$ cat config.mk
export PLATFORM = sky130hd
export DESIGN_NAME = calc_top
export DESIGN_NICKNAME = d
export VERILOG_FILES = /design/src/design/calc_pkg.sv /design/src/design/calc_top.sv /design/src/design/digit_scan.sv /design/src/design/seg_encode.sv /design/src/design/result_split.sv /design/src/design/calc_ctrl.sv /design/src/design/key_sync.sv
export SDC_FILE = /design/constraint.sdc
export NUM_CORES = 1
export LEC_CHECK = 0
export BUFFER_PORTS_ARGS = -buffer_cell sky130_fd_sc_hd__buf_2
export CAP_MARGIN = 20
export CORE_ASPECT_RATIO = 0.7
export CORE_UTILIZATION = 35
export CTS_BUF_LIST = sky130_fd_sc_hd__clkbuf_2 sky130_fd_sc_hd__clkbuf_4 sky130_fd_sc_hd__clkbuf_8
export DETAILED_ROUTE_END_ITERATION = 7
export GPL_TIMING_DRIVEN = 0
export SLEW_MARGIN = 25
export SYNTH_ARGS = -nofsm -noshare
export SYNTH_HDL_FRONTEND = slang
export SYNTH_HIERARCHICAL = 1
export SYNTH_SLANG_ARGS = --single-unit
export TNS_END_PERCENT = 100
$ cat constraint.sdc
create_clock -name CLK -period 2.2 [get_ports CLK]
set_input_delay 0.22 -clock CLK [delete_from_list [all_inputs] [get_ports CLK]]
set_output_delay 0.22 -clock CLK [all_outputs]
set_load 0.01 [all_outputs]
$ cat src/design/calc_pkg.sv
// calc package with key map, digit and segment widths, glyph table and controller states
package calc_pkg;

	// key bank
	localparam int key_w         = 14; // push buttons on the board
	localparam int key_digit_top = 9;  // keys 0..9 are digits 0..9
	localparam int key_equal     = 10;
	localparam int key_clear     = 11;
	localparam int key_sub       = 12;
	localparam int key_add       = 13;

	// data widths
	localparam int digit_w  = 4; // one bcd digit or a glyph code
	localparam int result_w = 6; // two's complement from the outside adder
	localparam int seg_w    = 8; // a in msb, dp in lsb

	localparam logic [digit_w-1:0] digit_minus = 4'd15; // shows as a minus sign

	// glyphs, a b c d e f g dp
	localparam logic [seg_w-1:0] seg_blank = 8'b0000_0000;
	localparam logic [seg_w-1:0] seg_minus = 8'b0000_0010; // g only
	localparam logic [seg_w-1:0] seg_error = 8'b1001_1111; // E with dp lit

	localparam logic [seg_w-1:0] seg_digits [0:9] = '{
		8'b1111_1100, // 0
		8'b0110_0000, // 1
		8'b1101_1010, // 2
		8'b1111_0010, // 3
		8'b0110_0110, // 4
		8'b1011_0110, // 5
		8'b1011_1110, // 6
		8'b1110_0000, // 7
		8'b1111_1110, // 8
		8'b1111_0110  // 9
	};

	// clocks per scanned digit on the board
	localparam int unsigned scan_div_default = 12288;

	typedef enum logic [2:0] {
		idle,
		step_1,     // A entered, waiting for an operator
		sum_1,
		sum_2,
		sub_1,
		sub_2,
		sum_finish, // result shown
		sub_finish
	} calc_state_t;

endpackage
$ cat src/design/calc_top.sv
// calculator top that joins key input, controller, result path, encoders and scanners
module calc_top import calc_pkg::*; #(
	parameter int unsigned scan_div = scan_div_default
) (
	input  logic                CLK,
	input  logic                RST_X,
	input  logic [key_w-1:0]    psw,
	input  logic [result_w-1:0] sum_data,  // from the outside adder
	input  logic [result_w-1:0] sub_data,
	output logic [digit_w-1:0]  a_data,    // operands to the adder
	output logic [digit_w-1:0]  b_data,
	output logic [seg_w-1:0]    seg_1_out,
	output logic [3:0]          seg_sel_1,
	output logic [seg_w-1:0]    seg_2_out,
	output logic [3:0]          seg_sel_2
);

	logic [key_w-1:0]   key_strobe;
	logic               digit_valid;
	logic [digit_w-1:0] digit_code;
	logic               a_ena;
	logic               b_ena;
	logic               result_ena;
	logic               sub_sel;
	logic [digit_w-1:0] tens_digit;
	logic [digit_w-1:0] ones_digit;
	logic [seg_w-1:0]   seg_a;
	logic [seg_w-1:0]   seg_b;
	logic [seg_w-1:0]   seg_tens;
	logic [seg_w-1:0]   seg_ones;

	key_sync u_key_sync (
		.CLK         (CLK),
		.RST_X       (RST_X),
		.psw         (psw),
		.key_strobe  (key_strobe),
		.digit_valid (digit_valid),
		.digit_code  (digit_code)
	);

	calc_ctrl u_calc_ctrl (
		.CLK         (CLK),
		.RST_X       (RST_X),
		.key_strobe  (key_strobe),
		.digit_valid (digit_valid),
		.digit_code  (digit_code),
		.a_data      (a_data),
		.b_data      (b_data),
		.a_ena       (a_ena),
		.b_ena       (b_ena),
		.result_ena  (result_ena),
		.sub_sel     (sub_sel)
	);

	result_split u_result_split (
		.CLK        (CLK),
		.RST_X      (RST_X),
		.sum_data   (sum_data),
		.sub_data   (sub_data),
		.sub_sel    (sub_sel),
		.tens_digit (tens_digit),
		.ones_digit (ones_digit)
	);

	seg_encode u_seg_a (.digit(a_data), .ena(a_ena), .seg(seg_a));
	seg_encode u_seg_b (.digit(b_data), .ena(b_ena), .seg(seg_b));
	seg_encode #(.blank_zero(1'b1)) u_seg_tens (.digit(tens_digit), .ena(result_ena),
		.seg(seg_tens)); // no leading zero
	seg_encode u_seg_ones (.digit(ones_digit), .ena(result_ena), .seg(seg_ones));

	// scanner 1 shows A on digit 2 only
	digit_scan #(.scan_div(scan_div)) u_scan_1 (
		.CLK     (CLK),
		.RST_X   (RST_X),
		.seg_0   (seg_blank),
		.seg_1   (seg_blank),
		.seg_2   (seg_a),
		.seg_3   (seg_blank),
		.seg_out (seg_1_out),
		.seg_sel (seg_sel_1)
	);

	// scanner 2 shows B, gap, tens, ones
	digit_scan #(.scan_div(scan_div)) u_scan_2 (
		.CLK     (CLK),
		.RST_X   (RST_X),
		.seg_0   (seg_b),
		.seg_1   (seg_blank),
		.seg_2   (seg_tens),
		.seg_3   (seg_ones),
		.seg_out (seg_2_out),
		.seg_sel (seg_sel_2)
	);

endmodule

$ cat src/design/digit_scan.sv
// four digit display scanner that rotates the digit gate and registers the segment bus
module digit_scan import calc_pkg::*; #(
	parameter int unsigned scan_div = scan_div_default // clocks per digit
) (
	input  logic             CLK,
	input  logic             RST_X,
	input  logic [seg_w-1:0] seg_0,
	input  logic [seg_w-1:0] seg_1,
	input  logic [seg_w-1:0] seg_2,
	input  logic [seg_w-1:0] seg_3,
	output logic [seg_w-1:0] seg_out,
	output logic [3:0]       seg_sel  // active low digit select
);

	localparam int cnt_w = (scan_div > 1) ? $clog2(scan_div) : 1;

	logic [cnt_w-1:0] div_cnt;
	logic             tick;    // last cycle of the current digit
	logic [3:0]       gate;    // one hot, digit 0 in bit 0

	assign tick = (div_cnt == cnt_w'(scan_div - 1));

	always_ff @(posedge CLK or negedge RST_X) begin
		if (!RST_X)
			div_cnt <= '0;
		else if (tick)
			div_cnt <= '0; // wrap
		else
			div_cnt <= div_cnt + 1'b1;
	end

	always_ff @(posedge CLK or negedge RST_X) begin
		if (!RST_X)
			gate <= 4'b0001; // start on digit 0
		else if (tick)
			gate <= {gate[2:0], gate[3]}; // 0 -> 1 -> 2 -> 3 -> 0
	end

	// segment bus lags the gate by one clock
	always_ff @(posedge CLK or negedge RST_X) begin
		if (!RST_X) begin
			seg_out <= '0;
		end else begin
			case (gate)
				4'b0001: seg_out <= seg_0;
				4'b0010: seg_out <= seg_1;
				4'b0100: seg_out <= seg_2;
				4'b1000: seg_out <= seg_3;
				default: seg_out <= seg_blank;
			endcase
		end
	end

	assign seg_sel = ~gate;

	assert property (@(posedge CLK) disable iff (!RST_X) $onehot(~seg_sel))
		else $error("digit select not one hot");

endmodule

$ cat src/design/seg_encode.sv
// seven segment encoder for one digit code with minus, error and optional zero blanking
module seg_encode import calc_pkg::*; #(
	parameter bit blank_zero = 1'b0 // set for a leading tens digit
) (
	input  logic [digit_w-1:0] digit,
	input  logic               ena,
	output logic [seg_w-1:0]   seg
);

	always_comb begin
		if (!ena) begin
			seg = seg_blank; // digit off
		end else begin
			case (digit)
				4'd0:        seg = blank_zero ? seg_blank : seg_digits[0];
				4'd1:        seg = seg_digits[1];
				4'd2:        seg = seg_digits[2];
				4'd3:        seg = seg_digits[3];
				4'd4:        seg = seg_digits[4];
				4'd5:        seg = seg_digits[5];
				4'd6:        seg = seg_digits[6];
				4'd7:        seg = seg_digits[7];
				4'd8:        seg = seg_digits[8];
				4'd9:        seg = seg_digits[9];
				digit_minus: seg = seg_minus;
				default:     seg = seg_error; // codes 10..14
			endcase
		end
	end

endmodule

$ cat src/design/result_split.sv
// result path that picks sum or difference and registers sign or tens plus ones
module result_split import calc_pkg::*; (
	input  logic                CLK,
	input  logic                RST_X,
	input  logic [result_w-1:0] sum_data,
	input  logic [result_w-1:0] sub_data,
	input  logic                sub_sel,
	output logic [digit_w-1:0]  tens_digit,
	output logic [digit_w-1:0]  ones_digit
);

	logic [result_w-1:0] sel_data;
	logic [result_w-1:0] mag;      // magnitude of a negative value
	logic [result_w-1:0] less_ten; // value minus ten
	logic [digit_w-1:0]  tens_nxt;
	logic [digit_w-1:0]  ones_nxt;

	always_comb begin
		sel_data = sub_sel ? sub_data : sum_data;
		mag      = -sel_data;
		less_ten = sel_data - result_w'(10);
		if (sel_data[result_w-1]) begin
			tens_nxt = digit_minus; // -9..-1
			ones_nxt = mag[digit_w-1:0];
		end else if (sel_data >= result_w'(10)) begin
			tens_nxt = 4'd1; // 10..19
			ones_nxt = less_ten[digit_w-1:0];
		end else begin
			tens_nxt = 4'd0; // blanked later by the encoder
			ones_nxt = sel_data[digit_w-1:0];
		end
	end

	always_ff @(posedge CLK or negedge RST_X) begin
		if (!RST_X) begin
			tens_digit <= '0;
			ones_digit <= '0;
		end else begin
			tens_digit <= tens_nxt;
			ones_digit <= ones_nxt;
		end
	end

endmodule

$ cat src/design/calc_ctrl.sv
// calculator controller with the operand registers and the display enables
module calc_ctrl import calc_pkg::*; (
	input  logic               CLK,
	input  logic               RST_X,
	input  logic [key_w-1:0]   key_strobe,
	input  logic               digit_valid,
	input  logic [digit_w-1:0] digit_code,
	output logic [digit_w-1:0] a_data,
	output logic [digit_w-1:0] b_data,
	output logic               a_ena,
	output logic               b_ena,
	output logic               result_ena,
	output logic               sub_sel     // difference selected for the result
);

	calc_state_t state;
	calc_state_t state_nxt;

	logic press_add;
	logic press_sub;
	logic press_clr;
	logic press_eq;
	logic load_a;
	logic load_b;

	assign press_add = key_strobe[key_add];
	assign press_sub = key_strobe[key_sub];
	assign press_clr = key_strobe[key_clear];
	assign press_eq  = key_strobe[key_equal];

	always_comb begin
		state_nxt = state; // stay unless a used key arrives
		if (press_clr) begin
			state_nxt = idle; // clear wins in every state
		end else begin
			case (state)
				idle: begin
					if (digit_valid)
						state_nxt = step_1;
				end
				step_1: begin
					if (press_add)
						state_nxt = sum_1;
					else if (press_sub)
						state_nxt = sub_1;
				end
				sum_1: begin
					if (digit_valid)
						state_nxt = sum_2;
				end
				sub_1: begin
					if (digit_valid)
						state_nxt = sub_2;
				end
				sum_2: begin
					if (press_eq)
						state_nxt = sum_finish;
				end
				sub_2: begin
					if (press_eq)
						state_nxt = sub_finish;
				end
				sum_finish, sub_finish: begin
					if (digit_valid)
						state_nxt = step_1; // new A starts over
				end
				default: state_nxt = idle;
			endcase
		end
	end

	// enables follow the state being entered
	always_ff @(posedge CLK or negedge RST_X) begin
		if (!RST_X) begin
			state      <= idle;
			a_ena      <= 1'b0;
			b_ena      <= 1'b0;
			result_ena <= 1'b0;
			sub_sel    <= 1'b0;
		end else begin
			state      <= state_nxt;
			a_ena      <= (state_nxt != idle);
			b_ena      <= state_nxt inside {sum_2, sub_2, sum_finish, sub_finish};
			result_ena <= state_nxt inside {sum_finish, sub_finish};
			sub_sel    <= state_nxt inside {sub_1, sub_2, sub_finish};
		end
	end

	// which operand takes the digit
	assign load_a = digit_valid && !press_clr &&
		(state inside {idle, step_1, sum_finish, sub_finish});
	assign load_b = digit_valid && !press_clr && (state inside {sum_1, sub_1});

	always_ff @(posedge CLK or negedge RST_X) begin
		if (!RST_X) begin
			a_data <= '0;
			b_data <= '0;
		end else begin
			if (load_a)
				a_data <= digit_code;
			if (load_b)
				b_data <= digit_code;
		end
	end

	// result never shown without its second operand
	assert property (@(posedge CLK) disable iff (!RST_X) result_ena |-> b_ena)
		else $error("result enabled while B is blank");

endmodule

$ cat src/design/key_sync.sv
// key input block that synchronises the buttons, makes press strobes and decodes digits
module key_sync import calc_pkg::*; (
	input  logic               CLK,
	input  logic               RST_X,
	input  logic [key_w-1:0]   psw,         // active low buttons
	output logic [key_w-1:0]   key_strobe,  // one pulse per press
	output logic               digit_valid,
	output logic [digit_w-1:0] digit_code
);

	logic [key_w-1:0] sync_0; // first stage, inverted
	logic [key_w-1:0] sync_1;
	logic [key_w-1:0] sync_2; // delayed copy for edge detect

	always_ff @(posedge CLK or negedge RST_X) begin
		if (!RST_X) begin
			sync_0 <= '0;
			sync_1 <= '0;
			sync_2 <= '0;
		end else begin
			sync_0 <= ~psw; // pressed reads as one from here on
			sync_1 <= sync_0;
			sync_2 <= sync_1;
		end
	end

	assign key_strobe = sync_1 & ~sync_2; // rising edge of the pressed level

	assign digit_valid = |key_strobe[key_digit_top:0];

	// highest digit wins when several strobe together
	always_comb begin
		digit_code = '1; // all ones when no digit
		for (int i = 0; i <= key_digit_top; i++) begin
			if (key_strobe[i])
				digit_code = digit_w'(i); // later index overrides
		end
	end

	// a held key must not strobe again
	assert property (@(posedge CLK) disable iff (!RST_X)
		(key_strobe & $past(key_strobe)) == '0)
		else $error("key strobe high for two cycles");

endmodule

==> results.py, run 1 <==
metrics = {
    "outcome": {
        "status": "completed",
    },
    "setup_path": {
        "r2r_slack_ns": 0.15,
        "cp-start-kind": "register",
        "r2r_end": "u_result_split/ones_digit[2]",
        "crit_slowest_cell": "mux2i_1",
        "crit_fanout": 9,
        "cp_common_cell": "mux2i_1",
        "critPathBufInv": 2,
        "crit_type": "register to register",
        "endpoint": "u_result_split/ones_digit[2]",
        "startpoint": "u_calc_ctrl/sub_sel",
        "critPathTopFamily": "multiplexers",
        "slowest_delay_ns": 0.38,
        "r2r_start": "u_calc_ctrl/sub_sel",
        "r2r_cells": 8,
        "cp_cell_sequence": "buf_4, mux2i_1, inv_2, ha_2, o311ai_2, o21ai_1, or2_4, mux2i_1",
        "path_depth": 8,
        "critPathRequiredTime_ns": 2.49,
        "worstPathArrival_ns": 2.34,
        "crit_path_end_kind": "register",
    },
    "power": {
        "powerDensity_nw_per_um2": 922,
        "irDropWorstVdd_uv": 497,
        "combPwrFrac_pct": 31.0,
        "clockPowerShare_pct": 31.6,
        "swShare_pct": 34.7,
        "p_seq_share_pct": 37.4,
        "p_sw_mw": 2.34,
        "p_leak_nw": 3.41,
        "internal_power_mw": 4.41,
    },
    "drt": {
        "drtIter0Drc": 203,
        "drt_first_pass_iters": 5,
        "via_count": 4461,
        "drc": 0,
        "wl_per_cell_um": 13.0,
        "drt_wl_total_um": 12000,
        "viasPerCell": 4.81,
        "route.antenna.remaining_nets": 0,
    },
    "layout": {
        "diodes": 0,
        "fin_util_pct": 44.3,
        "final_cell_mix": "dfrtp_1 (113), buf_2 (66), inv_1 (44)",
        "drive_gt1_share_pct": 23.2,
        "final_common_cell": "dfrtp_1",
        "nets": 742,
        "area_growth_pct": 21.9,
    },
    "placed_design": {
        "place_hpwl_um": 8720,
        "gp_congestion": 0.841,
        "io_buffers": 59,
    },
    "global_route": {
        "track_usage_pct": 14.6,
        "grt.overflow.total": 0,
        "antenna_found_initial": 0,
        "grtUsageMet3_pct": 3.62,
        "grt_pass1_wl_um": 20500,
        "grt_pass1_vias": 4347,
        "grt_max_degree": 79,
        "grtUsageMet1_pct": 20.2,
        "globalRouteMet2Util_pct": 22.2,
        "busiest_layer": "met2",
    },
    "floorplan": {
        "rows": 39,
        "die_w_um": 159,
        "ios": 60,
        "dieArea_um2": 17700,
        "dieHeight_um": 112,
        "start_util_pct": 36.3,
        "core_area_um2": 16500,
    },
    "hold_path": {
        "min_path_type": "primary input to register",
        "hold_depth": 3,
    },
    "clock_tree": {
        "clock_path_buffers": 2,
        "clk_latency_ns": 0.43,
        "clock_sinks": 115,
        "cts_tree": "yes",
        "path_clk_slew_ns": 0.07,
        "cts_buffers": 17,
        "post-cts-setup-buffer-count": 0,
        "cts_root_buf": "clkbuf_8",
        "htreeDepth": 4,
    },
    "yosys": {
        "netlist_area_um2": 6000,
        "synthCells": 565,
        "yosysWarnings": 6,
        "avgSynthCellArea_um2": 10.6,
    },
    "sta": {
        "setup_violations": 0,
        "slew_viol_final": 0,
        "whs_ns": 0.121,
        "rsz0062_at_grt": "false",
        "min_period_ns": 2.05,
        "fmax_ghz": 0.488,
        "fin_crit_sh_pct": 93.2,
        "fin_setup_tns_ns": 0,
        "clock_skew_ns": 0.0155,
        "finalHoldViolCount": 0,
    },
    "flow_run": {
        "max_cap_viol_count": 0,
    },
}
## power groups by stage
stage | logic [mW] | clock network (mW) | registers (mW)
6_report | 2.09 | 2.13 | 2.52
3_5_place_dp | 2.05 | 0 | 2.57
2_1_floorplan | 1.55 | 0 | 2.54
4_1_cts | 2.08 | 2.20 | 2.53
3_3_place_gp | 1.96 | 0 | 2.56
5_1_grt | 2.32 | 2.31 | 2.56
## metrics by stage
step                std cells  worst slack (ns)  power [mW]  instance area [um2]
finish                    928             0.150        6.75                 7320
global route              928            0.0148        7.19                 7320
CTS                       928            0.0655        6.81                 7310
detailed placement        881            0.0903        4.62                 6730
global placement          880            -0.391        4.51                 6700
floorplan                 596             0.256        4.09                 6120
## per-layer routing
layer / vias to the layer above / routed length, um / share of wire [%]
met5: - / 0 / 0
met4: 0 / 122 / 1.0
met3: 14 / 556 / 4.6
met2: 107 / 5430 / 45
met1: 2153 / 5930 / 49
li1: 2187 / - / -
## flip-flops by register name (all words and copies together) (netlist names), 4 cells and up
register / count
u_scan_2/seg_out: 8
u_key_sync/sync_1: 14
u_scan_1/div_cnt: 14
u_calc_ctrl/b_data: 4
u_scan_2/div_cnt: 14
u_scan_1/gate: 4
u_calc_ctrl/a_data: 4
u_scan_2/gate: 4
u_result_split/ones_digit: 4
u_key_sync/sync_2: 14
u_scan_1/seg_out: 8
u_key_sync/sync_0: 14
## worst min-delay path: stages
cell and delay, ns:
buf_2 0.09, mux2i_1 0.12, inv_1 0.07
## final cells by class
type                            count  area (um2)
Fill cell                        1551        9220
Multi-Input combinational cell    408        2880
Clock buffer                       17         234
Tap cell                          225         282
Buffer                             24         186
Clock inverter                     15         196
Sequential cell                   115        2880
Timing Repair Buffer               75         479
Inverter                           49         184
## worst min path at each step
stage                     startpoint                            to  slack [ns]
6_report                 sub_data[0]  u_result_split/ones_digit[0]        0.12
5_1_grt                  sub_data[0]  u_result_split/ones_digit[0]        0.13
4_1_cts                  sub_data[0]  u_result_split/ones_digit[0]         0.1
3_5_place_dp                   RST_X           u_scan_2/div_cnt[4]        0.15
3_3_place_gp   u_key_sync/sync_0[10]         u_key_sync/sync_1[10]        0.33
2_1_floorplan                  RST_X         u_calc_ctrl/a_data[0]       -0.08
## timing repair
item	4_1_cts	5_1_grt
hold buffers	15	0
resized for setup	0	3
endpoints found under the setup margin	0	7
endpoints found under the hold margin	51	0
Note: power is estimated with default switching activity, not from simulation.
==> run 2, diff against run 1 <==
- CELL_PAD_IN_SITES_DETAIL_PLACEMENT: unset -> 0
- CELL_PAD_IN_SITES_GLOBAL_PLACEMENT: unset -> 1
- PLACE_DENSITY_LB_ADDON: unset -> 0.1
==> results.py, run 2 (same netlist as run 1, synthesis figures left out) <==
metrics = {
    "sta": {
        "slew_headroom_pct": 65.3,
        "fin_crit_sh_pct": 92.4,
        "clock_skew_ns": 0.0139,
        "fmax_ghz": 0.492,
        "finalHoldViolCount": 0,
        "fin_setup_tns_ns": 0,
        "slew_viol_final": 0,
        "setup_violations": 0,
        "rsz0062_at_grt": "false",
        "worst_slew_pin_slew_ns": 0.518,
        "min_period_ns": 2.03,
    },
    "power": {
        "p_leak_nw": 3.41,
        "p_seq_share_pct": 38.0,
        "swShare_pct": 36.3,
        "powerDensity_nw_per_um2": 906,
        "combPwrFrac_pct": 31.3,
        "irDropWorstVdd_uv": 449,
        "internal_power_mw": 4.22,
        "p_sw_mw": 2.40,
        "clockPowerShare_pct": 30.6,
    },
    "drt": {
        "viasPerCell": 4.62,
        "drt_wl_total_um": 11600,
        "drtIter0Drc": 154,
        "drt_first_pass_iters": 4,
        "drc": 0,
        "wl_per_cell_um": 12.5,
        "via_count": 4285,
        "route.antenna.remaining_nets": 0,
    },
    "floorplan": {
        "die_w_um": 159,
        "dieArea_um2": 17700,
        "ios": 60,
        "start_util_pct": 36.3,
        "core_area_um2": 16500,
        "dieHeight_um": 112,
        "rows": 39,
    },
    "clock_tree": {
        "path_clk_slew_ns": 0.08,
        "clk_latency_ns": 0.44,
        "cts_buffers": 17,
        "cts_tree": "yes",
        "post-cts-setup-buffer-count": 0,
        "clock_path_buffers": 2,
        "cts_root_buf": "clkbuf_8",
        "clock_sinks": 115,
        "htreeDepth": 4,
    },
    "layout": {
        "final_common_cell": "dfrtp_1",
        "diodes": 0,
        "final_cell_mix": "dfrtp_1 (113), buf_2 (66), inv_1 (44)",
        "area_growth_pct": 21.9,
        "layout.cells.non_filler": 928,
        "drive_gt1_share_pct": 23.5,
        "nets": 742,
        "fillers": 1546,
    },
    "setup_path": {
        "worstPathArrival_ns": 2.36,
        "crit_fanout": 7,
        "slowest_delay_ns": 0.38,
        "crit_path_end_kind": "register",
        "cp_cell_sequence": "nor2b_4, nor4_4, inv_2, or3_4, nor3b_1, nand2_1, mux2_2",
        "crit_type": "register to register",
        "cp-start-kind": "register",
        "critPathRequiredTime_ns": 2.52,
        "crit_slowest_cell": "dfrtp_1",
    },
    "placed_design": {
        "io_buffers": 59,
        "place_hpwl_um": 8200,
        "gp_congestion": 0.823,
        "dpl.cell_count": 881,
    },
    "global_route": {
        "grt_pass1_vias": 4328,
        "track_usage_pct": 14.6,
        "grt.overflow.total": 0,
        "grt_max_degree": 78,
        "grt_pass1_wl_um": 20300,
        "antenna_found_initial": 0,
    },
    "flow_run": {
        "max_cap_viol_count": 0,
    },
    "outcome": {
        "status": "completed",
    },
    "hold_path": {
        "min_path_type": "primary input to register",
    },
}
## run 2: repair_timing
| action | 4_1_cts | 5_1_grt |
|---|---|---|
| endpoints found under the hold margin | 52 | 0 |
| hold buffers | 15 | 0 |
| setup endpoints to repair | 0 | 7 |
| gates resized for setup | 0 | 6 |
## run 2: cell type report
class                      count  area (um2)  area share (%)
timing repair buffer          75         479            6.55
multi-input combinational    408        2890            39.4
clock inverter                15         186            2.55
inverter                      49         184            2.51
clock buffer                  17         234            3.20
buffer                        24         186            2.55
sequential                   115        2880            39.4
tap                          225         282            3.85
## run 2: final timing paths
check / from / end / slack (ns) / cells after the start
max: u_key_sync/sync_1[4] / u_calc_ctrl/b_data[1] / 0.17 / 7
min: sub_data[0] / u_result_split/ones_digit[0] / 0.05 / 3
max reg2reg: u_key_sync/sync_1[4] / u_calc_ctrl/b_data[1] / 0.17 / 7
min reg2reg: u_key_sync/sync_0[10] / u_key_sync/sync_1[10] / 0.35 / 0
max in group asynchronous: RST_X / u_scan_1/gate[0] / 1.22 / 3
min in group asynchronous: RST_X / u_scan_2/div_cnt[6] / 0.26 / 2
## run 2: power by group through the flow
stage	logic, mW	clock network (mW)	registers, mW
CTS	2.07	2.12	2.53
finish	2.08	2.03	2.52
global route	2.35	2.22	2.56
floorplan	1.55	0	2.54
global placement	2.03	0	2.57
detailed placement	2.04	0	2.57
## run 2: worst max-delay path, delay by kind of cell (launching register included)
| kind | cells | cell delay (ns) |
|---|---|---|
| buffers and inverters | 1 | 0.06 |
| multiplexers | 1 | 0.35 |
| flip-flops | 1 | 0.38 |
| AND/OR/NAND/NOR | 5 | 1.12 |
## run 2: metrics by stage
stage | cell area [um2] | utilization (%) | hold WS [ns] | total power [mW] | worst slack, ns
6_report | 7320 | 44.2 | 0.0453 | 6.63 | 0.167
5_1_grt | 7320 | 44.2 | 0.0363 | 7.13 | 0.0237
2_1_floorplan | 6120 | - | -0.0756 | 4.09 | 0.256
3_3_place_gp | 6700 | 40.5 | 0.333 | 4.60 | -0.508
4_1_cts | 7300 | 44.1 | 0.0390 | 6.73 | 0.0830
3_5_place_dp | 6730 | 40.7 | 0.167 | 4.62 | 0.101
## run 2: routing by layer
| metal | wire length [um] | up-vias | track usage [%] | share of wire, % |
|---|---|---|---|---|
| met2 | 5000 | 72 | 21.4 | 43 |
| li1 | - | 2196 | - | - |
| met1 | 6140 | 2012 | 20.6 | 53 |
| met3 | 400 | 5 | 4.71 | 3.4 |
| met5 | 0 | - | 0 | 0 |
| met4 | 64 | 0 | 4.04 | 0.55 |
